## src/verilog/instrBuffer_macros.svh

```systemverilog
// Instruction width, bank depth, bank address width and bank count macros

`ifndef INSTR_BUFFER_MACROS_SVH
`define INSTR_BUFFER_MACROS_SVH

//////////////////////////////////////////////////
// Instruction word
//////////////////////////////////////////////////
`define INSTR_WIDTH 32

//////////////////////////////////////////////////
// Memory geometry
//////////////////////////////////////////////////
`define IMEM_DEPTH 1024          // Words per bank
`define IMEM_ADDRESS_WIDTH 10    // log2 of IMEM_DEPTH
`define IMEM_BANK_COUNT 2        // Double buffer

`endif

```

## src/verilog/instrBufferPkg.sv

```systemverilog
// Package with instruction, address, bank and occupancy types and the controller state enums
`default_nettype none

`include "instrBuffer_macros.svh"

package instrBufferPkg;

	// Payload and addressing
	typedef logic [`INSTR_WIDTH-1:0] instr_t;
	typedef logic [`IMEM_ADDRESS_WIDTH-1:0] instrAddress_t;

	// Bank ring bookkeeping
	typedef logic [0:0] bankIndex_t;
	typedef logic [1:0] occupancy_t;    // 0 to 2 committed banks

	// Store side FSM
	typedef enum logic {
		storeIdle,      // Nothing written since last commit
		storeFilling    // At least one word in the bank
	} storeState_t;

	// Fetch side FSM
	typedef enum logic {
		fetchIdle,      // No fetch from current bank yet
		fetchReading    // Bank has been read at least once
	} fetchState_t;

endpackage

`default_nettype wire

```

## src/verilog/memPorts.sv

```systemverilog
// Memory write port and memory read port interfaces
`default_nettype none
`timescale 1ns/100ps

//////////////////////////////////////////////////
// Write side
//////////////////////////////////////////////////
interface memWritePort;
	import instrBufferPkg::*;

	logic enable;
	bankIndex_t bank;
	instrAddress_t address;
	instr_t data;

	// Store controller drives everything
	modport source (output enable, output bank, output address, output data);

	// Memory takes the word at the edge where enable is high
	modport sink (input enable, input bank, input address, input data);

endinterface


`default_nettype wire

```

## src/verilog/storeControl.sv

```systemverilog
// Store controller that gates host writes, counts the write address and commits banks
`default_nettype none
`timescale 1ns/100ps

module storeControl (
	input wire logic clock,
	input wire logic reset,
	input wire logic storeRequest,
	input wire logic storeEnd,
	input wire instrBufferPkg::instr_t storeInstr,
	input wire instrBufferPkg::bankIndex_t writeBank,
	input wire logic full,
	output logic commit,
	memWritePort.source writePort
);
	import instrBufferPkg::*;

	storeState_t state;
	instrAddress_t storeAddress;
	logic writeEnable;

	// Full is the only back-pressure
	assign writeEnable = storeRequest && !full;

	// End pulse only counts once something was written
	assign commit = storeEnd && (state == storeFilling);

	//////////////////////////////////////////////////
	// Write port
	//////////////////////////////////////////////////
	assign writePort.enable = writeEnable;
	assign writePort.bank = writeBank;
	assign writePort.address = storeAddress;
	assign writePort.data = storeInstr;

	always_ff @(posedge clock) begin
		if (reset) begin
			storeAddress <= '0;
		end else if (commit) begin
			storeAddress <= '0;    // Next program starts at word zero
		end else if (writeEnable) begin
			storeAddress <= storeAddress + 1'b1;
		end
	end

	// Filling state machine
	always_ff @(posedge clock) begin
		if (reset) begin
			state <= storeIdle;
		end else begin
			case (state)
				storeIdle: if (writeEnable) state <= storeFilling;
				storeFilling: if (storeEnd) state <= storeIdle;
				default: state <= storeIdle;
			endcase
		end
	end

endmodule

`default_nettype wire

```

## src/flat_wrapper.sv

```systemverilog
// flat-port wrapper written by rule: the top's interface ports become plain ports
module storeControl_flat import instrBufferPkg::*;
  (clock, reset, storeRequest, storeEnd, storeInstr, writeBank, full, commit, writePort_enable, writePort_bank, writePort_address, writePort_data);
  memWritePort writePort_i ();
  input wire logic clock;
  input wire logic reset;
  input wire logic storeRequest;
  input wire logic storeEnd;
  input wire instrBufferPkg::instr_t storeInstr;
  input wire instrBufferPkg::bankIndex_t writeBank;
  input wire logic full;
  output logic commit;
  output wire logic [$bits(writePort_i.enable)-1:0] writePort_enable;
  output wire logic [$bits(writePort_i.bank)-1:0] writePort_bank;
  output wire logic [$bits(writePort_i.address)-1:0] writePort_address;
  output wire logic [$bits(writePort_i.data)-1:0] writePort_data;
  assign writePort_enable = writePort_i.enable;
  assign writePort_bank = writePort_i.bank;
  assign writePort_address = writePort_i.address;
  assign writePort_data = writePort_i.data;
  storeControl u_core (.clock(clock), .reset(reset), .storeRequest(storeRequest), .storeEnd(storeEnd), .storeInstr(storeInstr), .writeBank(writeBank), .full(full), .commit(commit), .writePort(writePort_i));
endmodule
```

## config.mk

```make
export PLATFORM = sky130hd
export DESIGN_NAME = storeControl_flat
export DESIGN_NICKNAME = d
export VERILOG_FILES = /design/src/verilog/instrBufferPkg.sv /design/src/verilog/memPorts.sv /design/src/verilog/storeControl.sv /design/src/flat_wrapper.sv
export VERILOG_INCLUDE_DIRS = /design/src /design/src/verilog
export SDC_FILE = /design/constraint.sdc
export NUM_CORES = 1
export LEC_CHECK = 0
export ABC_AREA = 1
export BUFFER_PORTS_ARGS = -buffer_cell sky130_fd_sc_hd__buf_2
export CORE_MARGIN = 5
export CORE_UTILIZATION = 34
export CTS_BUF_LIST = sky130_fd_sc_hd__clkbuf_16
export DETAILED_ROUTE_END_ITERATION = 10
export PLACE_DENSITY = 0.77
export SLEW_MARGIN = 20
export SYNTH_ARGS = -nofsm -noshare
export SYNTH_HDL_FRONTEND = slang
export SYNTH_SLANG_ARGS = --single-unit
```

## constraint.sdc

```tcl
create_clock -name clock -period 1.2 [get_ports clock]
set_input_delay 0.06 -clock clock [delete_from_list [all_inputs] [get_ports clock]]
set_output_delay 0.06 -clock clock [all_outputs]
set_load 0.03 [all_outputs]
```

Word-level counts from Yosys, hierarchy flattened

Index checks and enable logic that the tools add are counted.

Magnitude comparators: 0
Bitwise logic cells: 1
Reduce and logical (&&, ||, !) cells: 4
Multiply operators: 0
Add/sub/neg operators: 1
Shift-type cells: 0
Divide/modulo/power cells: 0
Equality and inequality tests: 0
Muxes and demuxes: 3

Operators by type and width:

| kind                    | count |
|---|---|
| $add A10 B1 Y10 const B | 1 |
| $logic_and A1 B1 Y1     | 2 |
| $mux W1                 | 2 |
| $pmux W1 S2             | 1 |
| $reduce_or A2 Y1        | 1 |
| $logic_not A1 Y1        | 1 |
| $not A1 Y1              | 1 |

Output and inout bits: 45
Register bits: 11
Memory bits (read-only): 0
Latch bits: 0
Memories kept: 0
RAM bits: 0
Bits of input ports: 38
Logic and storage cells: 11

Longest topological paths before layout

Depth after elaboration: 4
Mapped depth: 7
Depth with buffers taken out: 7

Worst setup path before layout

No wires, ideal clock.

Kind: flip-flop to flip-flop
Start point: register u_core.storeAddress[0] (netlist: u_core.writePort.address[0])
End point: register u_core.storeAddress[8] (netlist: u_core.writePort.address[8])
Arrival: 1190 ps
Required time: 1083 ps
Buffers on the path: 0
Stages on the path, launching flop included: 7
Setup slack: -107 ps
Clock period less this slack: 1307 ps
Library setup time: 117 ps
Path through: dfxtp_1 -> ha_1 -> nand3_1 -> nor2_4 -> nand3_1 -> nand2_1 -> a21oi_1

Word-level cells in the longest chain between the ends: 1

Ends and longest elaborated chain:

| element                | line               | RTL |
|---|---|---|
| start, declared        | storeControl.sv:19 | `instrAddress_t storeAddress;` |
| start signal, assigned | storeControl.sv:42 | `storeAddress <= storeAddress + 1'b1;` |
| $add A10 B1 Y10        | storeControl.sv:42 |  |

Every way passes these cells.
A chain may end at the register's enable or synchronous reset.

Final worst setup path

Start point: register u_core.storeAddress[0] (netlist: u_core.writePort.address[0])
End point: register u_core.storeAddress[6] (netlist: u_core.writePort.address[6])

Same word-level chain as after synthesis.

==> metrics.cfg <==
[die]
fp.dieArea_mm2=0.003292
chipHeight_um=57.38
chipWidth_um=57.38
core.rowCount=17
core_area_mm2=0.002170
io-pin-count=83
initial_utilization_pct=35.18

[worst_setup_path]
worst-r2r-cell-count=6
worst_r2r_startpoint=u_core.writePort.address[0]
cp.required_ns=1.33
timing.reg2reg.setup_slack_ns=0.07
setup.worst_path.end_class=flop
worstReg2RegEnd=u_core.writePort.address[6]
setup.worst_path.start_class=flop
critical_path_class=flop to flop
data_arrival_critical_path_ns=1.26
critPathMaxFanout=6

[place]
hpwlAfterDp_um=1028
port-buffer-count=16
place_area_um2=633.1
pre_cts_ws_ns=0.08245
routabilityCongestion=0.8090

[synth]
synth-seq-area-share_pct=28.85
postSynthRegisterBits=11
netlist-cell-type-count=14
syn_area_um2=763.2
synth_largest_area_cell=sky130_fd_sc_hd__buf_4
synth.area.top_cells=sky130_fd_sc_hd__buf_4, sky130_fd_sc_hd__dfxtp_1, sky130_fd_sc_hd__nand2_1
synthCells=105
synth_top_area_share_pct=33.44
synth_nets=144
yosys_warnings=0
synth.avg_cell_area_um2=7.269

[power_and_ir_drop]
comb_power_share_pct=6.6
p_sw_w=0.0002148
p_int_w=0.0008376
p_total_w=0.001052
leakage_nw=0.3437
switching_share_pct=20.41
p_clk_share_pct=57.1
ir_drop_mv=0.5601
seq_power_share_pct=36.2
pwr_density_cell_mw_per_mm2=1445

[sta]
setup_viol=0
timing_worst_slew_pin_value_ns=0.2064
report.final.slew_viol_count=0
holdWs_ns=0.1200
finClkSkew_ns=0.0009609
maxClockFrequency_mhz=883.4
timing.final.crit_period_ns=1.132
final.period_utilization_pct=94.33
timing.final.hold_violations=0
max_slew_margin_pct=86.22
layout_setup_ws_ns=0.06799

[hold_path]
worst_hold_stages=0
hold_class=input port to output pin
worst_hold_path.endpoint=writePort_data[15]
worst_hold_startpoint=storeInstr[15]

[finish]
final_design_area_no_fill_um2=728.2
antenna_cells_inserted=0
syn_to_layout_area_delta_pct=-4.590
drive_above_1_share_pct=30.11
nNetsFinal=133
filler_cell_count=235

[route]
drt_first_pass_iters=4
dr.first_iter.drc_count=12
via_count_normalized_by_instance_count=4.727
route.final.wire_length_um=1404
ant_nets=0
vias=572
wl_per_cell_um=11.60
drc=0

[status]
outcome=completed

[clock_tree]
root_buffer=sky130_fd_sc_hd__clkbuf_16
tritoncts.num_buffers=3
cts.clk_slew.worst_paths_ns=0.04
tritoncts=done
clock_insertion_delay_worst_skew_ns=0.24
cts.sink_count=11
clock_tree.buffer_depth=2
h-tree-depth=1

[grt]
grt_first_pass_wirelength_um=2173
gr-total-overflow=0
maximum_number_of_pins_on_one_net_before_global_route_repair=12
grt_pass1_vias=528
global_route.usage.total_pct=8.422
grt_antenna_before_repair=0

[run]
drv_cap=0

[state kept, by name, summed over array words and instances, names as in the netlist]
register                  flops
u_core.writePort.address     10
u_core.state                  1
[power by group through the flow]
stage / sequential [W] / combinational [W] / clock, W
2_1_floorplan: 0.000397 / 0.000244 / 0
3_3_place_gp: 0.000387 / 0.0000679 / 0
3_5_place_dp: 0.000388 / 0.0000694 / 0
4_1_cts: 0.000381 / 0.0000697 / 0.000605
5_1_grt: 0.000382 / 0.0000775 / 0.000629
6_report: 0.000381 / 0.0000700 / 0.000601
[worst max-delay path, stage by stage (launching register included)]
cell and delay, ns:
sky130_fd_sc_hd__dfxtp_2 0.35, sky130_fd_sc_hd__ha_1 0.17, sky130_fd_sc_hd__nand3_2 0.12, sky130_fd_sc_hd__nor2_4 0.19
sky130_fd_sc_hd__nand3_1 0.10, sky130_fd_sc_hd__nand2_1 0.07, sky130_fd_sc_hd__nor2_1 0.04
[cell usage in the layout (no fill, tap or decap), drive strengths merged]
cell and n:
o21a 1, nand3 8, buf 18, inv 11, nand2 15, nor2 12, dfxtp 11, clkbuf 3
nand3b 1, ha 1, o21ai 4, nand4 1, a21oi 7
[what timing repair did]
item | 4_1_cts | 5_1_grt
setup endpoints to repair | 0 | 3
endpoints found under the hold margin | 0 | 0
hold buffers | 0 | 0
buffers inserted | 0 | 1
resized for setup | 0 | 2
[worst max-delay path by stage]
stage	slack [ns]	endpoint	start	cells after the start
global route	-0.002	u_core.writePort.address[6]	u_core.writePort.address[0]	6
detailed placement	0.08	u_core.writePort.address[6]	u_core.writePort.address[0]	6
global placement	0.14	u_core.writePort.address[8]	u_core.writePort.address[0]	6
CTS	0.06	u_core.writePort.address[6]	u_core.writePort.address[0]	6
floorplan	0.03	u_core.writePort.address[8]	u_core.writePort.address[0]	6
finish	0.07	u_core.writePort.address[6]	u_core.writePort.address[0]	6
[cell usage after synthesis]
| library cell | count |
|---|---|
| sky130_fd_sc_hd__a21oi_1 | 7 |
| sky130_fd_sc_hd__buf_4 | 34 |
| sky130_fd_sc_hd__dfxtp_1 | 11 |
| sky130_fd_sc_hd__ha_1 | 1 |
| sky130_fd_sc_hd__inv_1 | 10 |
| sky130_fd_sc_hd__nand2_1 | 15 |
| sky130_fd_sc_hd__nand3_1 | 7 |
| sky130_fd_sc_hd__nand3_2 | 1 |
| sky130_fd_sc_hd__nand3b_1 | 1 |
| sky130_fd_sc_hd__nand4_1 | 1 |
| sky130_fd_sc_hd__nor2_1 | 10 |
| sky130_fd_sc_hd__nor2_4 | 2 |
| sky130_fd_sc_hd__o21a_1 | 1 |
| sky130_fd_sc_hd__o21ai_0 | 4 |
[kinds of logic (layout without fill, tap and decap cells)]
logic type                 after synthesis  in the layout  share of synthesized area (%)
DFF                                     11             11                          28.85
and+or+nand+nor                         37             37                          22.95
buffers and inverters                   44             32                          38.36
adders and majority gates                1              1                          1.639
AOI/OAI and AO/OA                       12             12                          8.197
[final cells by class]
cell class              count  area [um^2]  share of cell area (%)
clock buffers               3        75.07                   10.31
well taps                  28        35.03                   4.811
flip-flops and latches     11        222.7                   30.58
inverters                  10        37.54                   5.155
repair buffers             18        95.09                   13.06
clock inverters             1        3.754                  0.5155
multi-input cells          50        259.0                   35.57
[routing by layer]
layer	vias to the layer above	wire [um]	global-route usage, %
li1	271	-	-
met5	-	0	0
met4	0	29	7.616
met2	34	688	12.42
met1	261	529	8.445
met3	6	156	4.525
[stage by stage]
step / utilization [%] / instances / setup TNS (ns)
after floorplan: - / 105 / 0
after global placement: 29.18 / 116 / 0
after detailed placement: 29.18 / 116 / 0
after CTS: 32.81 / 120 / 0
after global routing: 33.56 / 121 / -0.001874
final: 33.56 / 121 / 0
Power figures use the tool's default switching activity.
