<file path="config.mk">
export PLATFORM = sky130hd
export DESIGN_NAME = bankRing
export DESIGN_NICKNAME = d
export VERILOG_FILES = /design/src/verilog/instrBufferPkg.sv /design/src/verilog/bankRing.sv
export VERILOG_INCLUDE_DIRS = /design/src /design/src/verilog
export SDC_FILE = /design/constraint.sdc
export NUM_CORES = 1
export LEC_CHECK = 0
export BUFFER_PORTS_ARGS = -buffer_cell sky130_fd_sc_hd__buf_4
export CAP_MARGIN = 0
export CORE_AREA = 2 2 39 41
export DETAILED_ROUTE_END_ITERATION = 8
export DIE_AREA = 0 0 41 43
export HOLD_SLACK_MARGIN = 0.02
export SLEW_MARGIN = 20
export SYNTH_ARGS = -nofsm -noshare
export SYNTH_HDL_FRONTEND = slang
export SYNTH_SLANG_ARGS = --single-unit
</file>
<file path="constraint.sdc">
create_clock -name clock -period 2.35 [get_ports clock]
set_clock_uncertainty 0.2 [all_clocks]
set_input_delay 0.235 -clock clock [delete_from_list [all_inputs] [get_ports clock]]
set_output_delay 0.235 -clock clock [all_outputs]
set_load 0.02 [all_outputs]
</file>
<file path="src/verilog/instrBuffer_macros.svh">
// Instruction width, bank depth, bank address width and bank count macros

`ifndef INSTR_BUFFER_MACROS_SVH
`define INSTR_BUFFER_MACROS_SVH

//////////////////////////////////////////////////
// Instruction word
//////////////////////////////////////////////////
`define INSTR_WIDTH 32

//////////////////////////////////////////////////
// Memory geometry
//////////////////////////////////////////////////
`define IMEM_DEPTH 1024          // Words per bank
`define IMEM_ADDRESS_WIDTH 10    // log2 of IMEM_DEPTH
`define IMEM_BANK_COUNT 2        // Double buffer

`endif

</file>
<file path="src/verilog/instrBufferPkg.sv">
// Package with instruction, address, bank and occupancy types and the controller state enums
`default_nettype none

`include "instrBuffer_macros.svh"

package instrBufferPkg;

	// Payload and addressing
	typedef logic [`INSTR_WIDTH-1:0] instr_t;
	typedef logic [`IMEM_ADDRESS_WIDTH-1:0] instrAddress_t;

	// Bank ring bookkeeping
	typedef logic [0:0] bankIndex_t;
	typedef logic [1:0] occupancy_t;    // 0 to 2 committed banks

	// Store side FSM
	typedef enum logic {
		storeIdle,      // Nothing written since last commit
		storeFilling    // At least one word in the bank
	} storeState_t;

	// Fetch side FSM
	typedef enum logic {
		fetchIdle,      // No fetch from current bank yet
		fetchReading    // Bank has been read at least once
	} fetchState_t;

endpackage

`default_nettype wire

</file>
<file path="src/verilog/bankRing.sv">
// Two-bank ring control with write pointer, read pointer and occupancy
`default_nettype none
`timescale 1ns/100ps

module bankRing (
	input wire logic clock,
	input wire logic reset,
	input wire logic commit,         // Store side finished a bank
	input wire logic bankRelease,    // Fetch side done with a bank
	output instrBufferPkg::bankIndex_t writeBank,
	output instrBufferPkg::bankIndex_t readBank,
	output logic empty,
	output logic full
);
	import instrBufferPkg::*;

	bankIndex_t writePointer;
	bankIndex_t readPointer;
	occupancy_t occupancy;
	logic commitTaken;
	logic releaseTaken;

	// Guard against pulses that make no sense for the current count
	assign commitTaken = commit && (occupancy != 2'd2);
	assign releaseTaken = bankRelease && (occupancy != 2'd0);

	//////////////////////////////////////////////////
	// Pointers and count
	//////////////////////////////////////////////////
	always_ff @(posedge clock) begin
		if (reset) begin
			writePointer <= '0;
			readPointer <= '0;
			occupancy <= '0;
		end else begin
			if (commitTaken) begin
				writePointer <= ~writePointer;
			end
			if (releaseTaken) begin
				readPointer <= ~readPointer;
			end

			// Commit and release together leave the count alone
			case ({commitTaken, releaseTaken})
				2'b10: occupancy <= occupancy + 2'd1;
				2'b01: occupancy <= occupancy - 2'd1;
				default: occupancy <= occupancy;
			endcase
		end
	end

	assign writeBank = writePointer;
	assign readBank = readPointer;

	// Decoded from the registered count, so one cycle behind the pulse
	assign empty = (occupancy == 2'd0);
	assign full = (occupancy == 2'd2);

endmodule

`default_nettype wire

</file>
Word-level counts from Yosys, hierarchy flattened:

Index checks and enable logic that the tools add are counted.

* register bits after elaboration: 4
* input port bits: 4
* output and inout port bits: 4
* logic and storage cells: 17

* $add $sub $neg: 2
* eq/ne operators: 4
* muxes and demuxes: 1
* bitwise operators: 2
* reduce and logical (&&, ||, !) cells: 5

Operator list (count)
* $eq 2x2->1 const B: 2
* $pmux 2 s2: 1
* $reduce_bool 2->1: 2
* $add 2x1->2 const B: 1
* $eq 2x1->1 const B: 1
* $logic_and 1x1->1: 2
* $logic_not 2->1: 1
* $ne 2x2->1 const B: 1
* $not 1->1: 2
* $sub 2x1->2 const B: 1

Longest topological paths before layout:

Gate-level depths: netlist of the first run.

* word-level depth: 4
* depth in mapped cells: 6
* gate-level depth less buffers: 6

Worst setup path before layout of the first run:

No wires, ideal clock.

* path type: reg2reg
* start point: register occupancy[1]
* end point: register occupancy[1]
* library setup time: 70 ps
* arrival: 1632 ps
* data required time: 2080 ps
* setup slack: 448 ps
* stages on the path, launching flop included: 6
* path buffers: 0
* period minus slack after synthesis: 1902 ps
* cells stage by stage: dfxtp_1 nor2b_1 nand2b_1 ha_1 or3_1 a21oi_1

* longest elaborated chain between the ends: 4
* elaborated cells on any way between the ends: 10
* those cells by class: add/sub: 2; eq/ne: 3; mux: 1; reduce/logical: 4

RTL lines
* from (decl): line bankRing.sv:19 `occupancy_t occupancy;`
* from (signal assigned): line bankRing.sv:45 `2'b10: occupancy <= occupancy + 2'd1;`
* from (signal assigned): line bankRing.sv:46 `2'b01: occupancy <= occupancy - 2'd1;`
* from (signal assigned): line bankRing.sv:47 `default: occupancy <= occupancy;`
* $ne 2x2->1 or $reduce_bool 2->1 (tied branches): line bankRing.sv:24, bankRing.sv:25
* $logic_and 1x1->1, on equally long branches: line bankRing.sv:24, bankRing.sv:25
* $eq 2x1->1 or $eq 2x2->1 (tied branches): line bankRing.sv:44 `case ({commitTaken, releaseTaken})`
* $pmux 2 s2 or $reduce_bool 2->1 (tied branches)

Several ways; a longest one is shown, not always the timed one.
A chain may end at the register's enable or synchronous reset.

Final worst setup path of the first run:

* start point: register occupancy[0]
* end point: register occupancy[1]

The elaborated chain is that of the path after synthesis.

==> results of run 1 <==
cell families (layout without fill, tap and decap cells):
kind of cell | Yosys count | in the layout | synth area share, %
flops | 4 | 4 | 43.0
buf+inv | 1 | 12 | 2.01
fa+ha+maj | 1 | 1 | 6.71
simple gates | 7 | 7 | 19.5
xor+xnor | 3 | 3 | 14.1
compound gates | 5 | 5 | 14.8
final timing paths:
| path | start | endpoint | slack (ps) | depth (start not counted) |
|---|---|---|---|---|
| worst min register to register | writeBank$_SDFFE_PP0P_ | writeBank$_SDFFE_PP0P_ | 280 | 2 |
| worst max-delay path | occupancy[0]$_SDFFE_PP0P_ | occupancy[1]$_SDFFE_PP0P_ | 610 | 5 |
| worst min-delay path | commit | writeBank$_SDFFE_PP0P_ | 160 | 4 |
| worst max register to register | occupancy[0]$_SDFFE_PP0P_ | occupancy[1]$_SDFFE_PP0P_ | 610 | 5 |
layer usage:
| layer | global-route usage (%) | wire (um) | vias to the layer above |
|---|---|---|---|
| met3 | 3.14 | 46 | 0 |
| met4 | 8.00 | 0 | 0 |
| li1 | - | - | 92 |
| met5 | 0 | 0 | - |
| met2 | 6.25 | 169 | 6 |
| met1 | 5.47 | 165 | 75 |
through the flow:
| step | cell area [um2] | power [mW] | setup slack, ps | utilization, % | std cells |
|---|---|---|---|---|---|
| floorplan | 186 | 0.240 | 448 | - | 21 |
| global placement | 259 | 0.301 | 620 | 18.7 | 44 |
| detailed placement | 259 | 0.303 | 603 | 18.7 | 44 |
| CTS | 292 | 0.397 | 593 | 21.1 | 48 |
| global route | 292 | 0.416 | 499 | 21.1 | 48 |
| finish | 292 | 0.386 | 613 | 21.1 | 48 |
Yosys cell counts:
library cell and number:
xor2_1 1, ha_1 1, inv_1 1, o21a_1 1, nor2b_1 1, dfxtp_1 4
o21ai_0 2, xnor2_1 2, nand2b_1 1, a21oi_1 2, or3_1 2, nor2_1 3
worst reg2reg max path: stages (launching register included):
cell      delay (ps)
dfxtp_1          410
nor2b_1          100
nand2b_1         150
ha_1             320
or3_1            350
a21oi_1          140
state kept, by name (all words and copies together), names as in the netlist:
signal,flops
occupancy,2
readBank,1
writeBank,1
final cells by class:
cell class,instances,area [um2],share of cell area (%)
repair buffers,8,62.6,21.5
flip-flops and latches,4,80.1,27.5
clock buffers,3,22.5,7.73
multi-input cells,16,103,35.2
inverters,1,3.75,1.29
well taps,16,20.0,6.87
report_power, final:
| group | switching [mW] | total (mW) | internal (mW) |
|---|---|---|---|
| clock | 0.0278 | 0.0849 | 0.0571 |
| combinational | 0.0911 | 0.183 | 0.0916 |
| sequential | 0.0245 | 0.119 | 0.0942 |
cell usage in the layout (no fill, tap or decap):
cell type / n
buf_4: 7
dfxtp_1: 4
nor2_1: 3
clkbuf_4: 3
o21ai_0: 2
or3_1: 2
a21oi_1: 2
xnor2_1: 2
o21a_1: 1
nor2b_1: 1
nand2b_1: 1
xor2_1: 1
inv_1: 1
ha_1: 1
dlygate4sd3_1: 1
repair_timing:
action / 4_1_cts / 5_1_grt
gates resized for setup: 0 / 0
hold buffers: 1 / 0
endpoints found under the hold margin: 4 / 0
==> metrics, run 1 <==
Seq/Total Area, Yosys 43.0%; # fillers 163; Syn Area/Cell 8.88 um2; Final Hold Fails 0; clock buffer depth 2; crit share post-route 73.9%; vias in the first global route 167; initial antenna violation count 0; fmax 0.576 GHz; top-area cell type share of the netlist area 43.0%; clock latency on the worst-skew pair 230 ps; grt ovf 0; # DRC 0; via count 173; Cells after Synth 21; # setup viols final 0; CP max-delay cell dfxtp_1; Slew headroom 87.2%; fin. max-slew vios 0; Post-DRT Antenna Nets 0; GR Util All Layers 5.52%; WL/cell 7.92 um; core region area 1380 um2; maximum vdd ir drop 0.323 mV; total iterations of the first detailed-routing run 1; clk sinks 4; # IOs 8; post-CTS repair timing setup buffer count 0; DR iter-0 viols 0; largest net degree at the start of global routing 6; Buffers & Inverters on Critical Path 0; H-tree Lvls 1; CTS tree done; power density over cell area 1320 nW/um2; Via density 3.60; CP max FO 5; min-delay worst type in2reg; Root Driver clkbuf_4; Critical Path, Cell by Cell nor2b_1 -> nand2b_1 -> ha_1 -> or3_1 -> a21oi_1; setup_tns 0 ps; Lkg Pwr 0.129 nW; #FFs+latches synth 4; cell taking the most area after synthesis dfxtp_1; worst slew pin tran 192 ps; FP Rows 14; Syn. warnings 0; die height 43 um; RSZ-0062 raised after global routing false; Final #Nets 39; Required @ worst endpoint 2310 ps; CP peak stage delay 410 ps; Worst EP arrival 1700 ps; syn_nets 26; CTS Buf Count 3; I/O Buffers 7; crit path time final 1740 ps; die area 1760 um2; Die X-Extent 41 um; Worst-path clk slew 40 ps; crit path kind reg2reg; count of cell types in the netlist 12; CP endpoint kind flip-flop; number of diodes 0; initial core utilization 13.5%; layout cells sized above 1 31.3%; placer congestion estimate 0.585; Synth Cell Area 186 um2; Hold WS 163 ps; status finished, final reports clean; Total Wirelength 380 um; first-pass GRT wire length 565 um; Worst path top cell family by delay simple AND/OR/NAND/NOR gates; Area contributors post-synth dfxtp_1, xnor2_1, ha_1; CP Launch Type flip-flop; P&R area growth vs syn 56.4%; MaxCap Viol Count 0
Note: power is estimated with default switching activity, not from simulation.
==> inputs of run 2 (changes only) <==
- ABC_AREA: not set -> 1
- clock period: 2.35 -> 1.58 ns (I/O delays scaled with it)
==> run 2 against run 1 <==
- via count is 31% higher
- global-route usage is 1.6 points higher
- setup slack worse by 490 ps
- synthesized area is 24% higher
- critical path depth is 5 higher
- wire length is 22% higher
- sequential power is 33% higher
- die area stayed put
- final area is 26% higher
- register-to-register slack worse by 490 ps
- first-iteration DRC count is 2 higher
- synthesized cell count is 71% higher
- critical path type unchanged
- largest power group unchanged
==> metrics, run 2 <==
Slew headroom 89.0%; status finished, final reports clean; Syn. warnings 0; Syn Area/Cell 6.43 um2; Critical Path, Cell by Cell inv_2 -> nor2_2 -> nor2_2 -> inv_1 -> ha_4 -> inv_1 -> nand2_1 -> nor2_1 -> nor2_1 -> nor2_1; die area 1760 um2; core region area 1380 um2; MaxCap Viol Count 0; Seq/Total Area, Yosys 34.6%; first-pass GRT wire length 786 um; CTS Buf Count 3; clock latency on the worst-skew pair 230 ps; maximum vdd ir drop 0.499 mV; total iterations of the first detailed-routing run 4; fin. max-slew vios 0; CP endpoint kind flip-flop; placer congestion estimate 0.744; grt ovf 0; number of diodes 0; clock buffer depth 2; FP Rows 14; Total Wirelength 462 um; max reg flops 2; # DRC 0; crit path kind reg2reg; Final WS setup 120 ps; # setup viols final 0; Worst path top cell family by delay simple AND/OR/NAND/NOR gates; initial core utilization 16.7%; CP peak stage delay 350 ps; FF+latch area 82.6 um2; Final Power 0.551 mW; Worst-path clk slew 40 ps; # fillers 160; # IOs 8; CP max FO 4; CTS tree done; largest register by flop count occupancy; vias in the first global route 210; WL/cell 7.11 um; I/O Buffers 7; H-tree Lvls 1; largest net degree at the start of global routing 5; Final #Nets 56; Root Driver clkbuf_4; Die X-Extent 41 um; commonest non-fill, non-tap cell in the layout buf_4; setup_tns 0 ps; die height 43 um; async set or reset register ratio after synthesis 0%; most frequent CP cell nor2_1; Final Hold Fails 0; crit path time final 1460 ps; clk sinks 4; Cells after Synth 36; worst slew pin tran 165 ps; crit share post-route 92.4%; power density over cell area 1500 nW/um2; Post-synth EDFFs 0; Required @ worst endpoint 1540 ps; CP max-delay cell dfxtp_2; count of cell types in the netlist 11; fmax 0.685 GHz; initial antenna violation count 0; Synth Cell Area 231 um2; synth cell count leaders nand2_1, nor2_1, inv_1, dfxtp_1, nor2_2; top-area cell type share of the netlist area 34.6%; DP HPWL 366 um; top-count cell post-synth nand2_1; pre-CTS setup slack 10.8 ps; GR Util All Layers 7.13%; Lkg Pwr 0.185 nW; RSZ-0062 raised after global routing false; #FFs+latches synth 4; CP Launch Type flip-flop; Via density 3.49; top_reg_cell synth dfxtp_1; syn_nets 41; most frequent cells in the layout buf_4, nand2_1, nor2_1; min-delay worst type in2reg; Area contributors post-synth dfxtp_1, nand2_1, nor2_1; cell taking the most area after synthesis dfxtp_1; Post-DRT Antenna Nets 0; Worst EP arrival 1420 ps; area of the multi-input gates 134 um2; P&R area growth vs syn 58.4%; layout cells sized above 1 44.9%; via count 227; DR iter-0 viols 2; Buffers & Inverters on Critical Path 3
[run 2: cell count changes in the layout (fill, tap and decap cells not counted), sizes merged, moves of 2 or more]
cell,delta
buf,+2
inv,+7
nand2,+8
nor2,+9
or3,-2
xnor2,-2
[run 2: cell families (layout without fill, tap and decap cells)]
| family | Yosys count | in the layout | synth area share [%] |
|---|---|---|---|
| buffers and inverters | 8 | 21 | 13.0 |
| and+or+nand+nor | 21 | 21 | 42.7 |
| AOI/OAI and AO/OA | 2 | 2 | 4.32 |
| adders and majority gates | 1 | 1 | 5.40 |
| DFF | 4 | 4 | 34.6 |
[run 2: per-layer routing]
| metal | up-vias | global-route usage (%) | wire length, um |
|---|---|---|---|
| li1 | 131 | - | - |
| met1 | 90 | 9.65 | 234 |
| met2 | 6 | 7.19 | 207 |
| met3 | 0 | 1.57 | 20 |
| met4 | 0 | 10.0 | 0 |
| met5 | - | 0 | 0 |
[run 2: layout make-up]
cell class              count  area share, %
inverters                   8           8.19
well taps                  16           5.46
flip-flops and latches      4           22.5
multi-input cells          24           36.5
clock buffers               3           6.14
repair buffers             10           21.2
[run 2: worst paths after layout]
check | start | endpoint | slack (ps) | cells after the start
worst max-delay path | occupancy[1]$_SDFFE_PP0P_ | occupancy[1]$_SDFFE_PP0P_ | 120 | 10
worst min register to register | readBank$_SDFFE_PP0P_ | readBank$_SDFFE_PP0P_ | 300 | 2
worst min-delay path | bankRelease | readBank$_SDFFE_PP0P_ | 150 | 5
worst max register to register | occupancy[1]$_SDFFE_PP0P_ | occupancy[1]$_SDFFE_PP0P_ | 120 | 10
[run 2: report_power, final]
part,switching [mW],internal (mW),leakage [nW]
Combinational,0.146,0.121,0.137
Clock,0.0409,0.0849,0.0138
Sequential,0.0261,0.132,0.0338
Total,0.213,0.338,0.185
[run 2: tightest hold or removal path: cells and delay by family]
family / cells / cell delay (ps)
buffers and inverters: 2 / 190
AND/OR/NAND/NOR: 3 / 190
[run 2: metrics by stage]
| stage | instance area, um2 | util [%] | hold WS, ps | cells |
|---|---|---|---|---|
| finish | 367 | 26.5 | 146 | 65 |
| global route | 367 | 26.5 | 169 | 65 |
| CTS | 345 | 25.0 | 128 | 64 |
| detailed placement | 312 | 22.5 | 251 | 60 |
| global placement | 312 | 22.5 | 248 | 60 |
| floorplan | 231 | - | 136 | 36 |
[run 2: what timing repair did]
item,in CTS,in global routing
hold buffers,1,0
resized for setup,1,2
hold endpoints to repair,4,0
endpoints found under the setup margin,1,1
pin swaps,0,1
buffers inserted,0,1
==> inputs of run 3 (changes only) <==
- BUFFER_PORTS_ARGS: -buffer_cell sky130_fd_sc_hd__buf_4 -> -buffer_cell sky130_fd_sc_hd__buf_2
==> run 3 against run 2 <==
- non-clock buffer count is the same
- global-route usage down 0.10 points
- register-to-register slack hardly changed
- utilization shrank 1.3 points
- sequential power is essentially flat
- highest routed layer is now met4
==> metrics, run 3 (same netlist as run 2, synthesis figures left out) <==
fmax 0.685 GHz; crit path time final 1460 ps; Final #Nets 56; vias in the first global route 197; Total Wirelength 488 um; RSZ-0062 raised after global routing false; setup_tns 0 ps; Worst path top cell family by delay simple AND/OR/NAND/NOR gates; Worst-path clk slew 30 ps; combinational power share 47.1%; I/O Buffers 7; # DRC 0; die height 43 um; largest register by flop count occupancy; initial antenna violation count 0; FP Rows 14; total iterations of the first detailed-routing run 3; via count 241; P&R area growth vs syn 50.8%; Root Driver clkbuf_4; status finished, final reports clean; maximum vdd ir drop 0.609 mV; Worst R2R Path Depth 10; dpl cell area 294 um2; Int Power 0.321 mW; commonest non-fill, non-tap cell in the layout nand2_1; CP max-delay cell dfxtp_2; dpl cells 60; crit share post-route 92.3%; pre-CTS setup slack 6.34 ps; CTS Buf Count 3; Post-Layout Cell Count 65; Required @ worst endpoint 1500 ps; die area 1760 um2; largest net degree at the start of global routing 5; DP HPWL 364 um; sequential share of power 29.6%; sw frac 39.9%; placer congestion estimate 0.608; Critical Path, Cell by Cell inv_2 -> nor2_2 -> nor2_2 -> inv_1 -> ha_4 -> inv_1 -> nand2_1 -> nor2_1 -> nor2_1 -> nor2_1; Worst R2R End occupancy[1]$_SDFFE_PP0P_; max reg flops 2; MaxCap Viol Count 0; Lkg Pwr 0.180 nW; CP max FO 4; grt ovf 0; CTS tree done; CP endpoint kind flip-flop; Worst EP arrival 1380 ps; worst slew pin tran 155 ps; crit path kind reg2reg; clock latency on the worst-skew pair 230 ps; core region area 1380 um2; Final WS setup 121 ps; Final Hold Fails 0; WL/cell 7.51 um; initial core utilization 16.7%; most frequent CP cell nor2_1; most frequent cells in the layout nand2_1, nor2_1, buf_2; GR Util All Layers 7.03%; # setup viols final 0; power density over cell area 1530 nW/um2; Slew headroom 89.7%; clock share of power 23.3%; hold endpoint readBank$_SDFFE_PP0P_; number of diodes 0; clock buffer depth 2; layout cells sized above 1 44.9%; # fillers 171; # IOs 8; DR iter-0 viols 4; Die X-Extent 41 um; fin. max-slew vios 0; H-tree Lvls 1; NetSw 0.213 mW; Final Cell Area 349 um2; Hold Crit Start bankRelease; CP Launch Type flip-flop; first-pass GRT wire length 731 um; Post-DRT Antenna Nets 0; RR Startpoint occupancy[1]$_SDFFE_PP0P_; clk sinks 4; min-delay worst type in2reg; Buffers & Inverters on Critical Path 3; hold path cells 5; R2R Setup Slk 120 ps; CP peak stage delay 330 ps; Via density 3.71
run 3: cell counts in the layout (fill, tap and decap cells not counted):
Identical to the previous run, type by type.
run 3: metrics by stage:
step           utilization, %  power (mW)  hold WS [ps]
6_report                 25.2       0.534           135
5_1_grt                  25.2       0.582           147
4_1_cts                  23.7       0.518           119
3_5_place_dp             21.2       0.383           244
3_3_place_gp             21.2       0.378           242
2_1_floorplan               -       0.317           136
run 3: worst max path at each step:
stage,from,endpoint,slack (ps),cells after the start
floorplan,occupancy[1]$_SDFFE_PP0P_,occupancy[1]$_SDFFE_PP0P_,4,10
detailed placement,occupancy[0]$_SDFFE_PP0P_,occupancy[1]$_SDFFE_PP0P_,6,9
CTS,occupancy[1]$_SDFFE_PP0P_,occupancy[1]$_SDFFE_PP0P_,20,10
global route,occupancy[1]$_SDFFE_PP0P_,occupancy[1]$_SDFFE_PP0P_,20,10
global placement,occupancy[0]$_SDFFE_PP0P_,occupancy[1]$_SDFFE_PP0P_,20,9
finish,occupancy[1]$_SDFFE_PP0P_,occupancy[1]$_SDFFE_PP0P_,120,10
run 3: power groups by stage:
stage / clock (mW) / sequential (mW) / combinational [mW]
after floorplan: 0 / 0.168 / 0.149
after global placement: 0 / 0.155 / 0.222
after detailed placement: 0 / 0.156 / 0.226
after CTS: 0.132 / 0.157 / 0.229
after global routing: 0.137 / 0.161 / 0.284
final: 0.124 / 0.158 / 0.252
run 3: area by class of cell:
| class | instances | area (um2) | area share, % |
|---|---|---|---|
| inverters | 8 | 30.0 | 8.60 |
| well taps | 16 | 20.0 | 5.73 |
| multi-input cells | 24 | 134 | 38.4 |
| repair buffers | 10 | 60.1 | 17.2 |
| flip-flops and latches | 4 | 82.6 | 23.7 |
| clock buffers | 3 | 22.5 | 6.45 |
run 3: worst register-to-register path, delay by kind of cell (launching register included):
kind / cells / cell delay (ps)
DFF: 1 / 330
and+or+nand+nor: 6 / 360
adders and majority gates: 1 / 270
buffers and inverters: 3 / 170
run 3: repair_timing:
item / CTS / global route
buffers inserted: 0 / 1
hold endpoints to repair: 4 / 0
pin swaps: 0 / 1
hold buffers: 1 / 0
resized for setup: 1 / 2
setup endpoints to repair: 1 / 1
run 3: layer usage:
metal  GRT usage, %  share of wire (%)
met5              0                  0
met4           10.0                5.3
met3           3.66                6.4
met2           7.50                 44
met1           7.72                 43
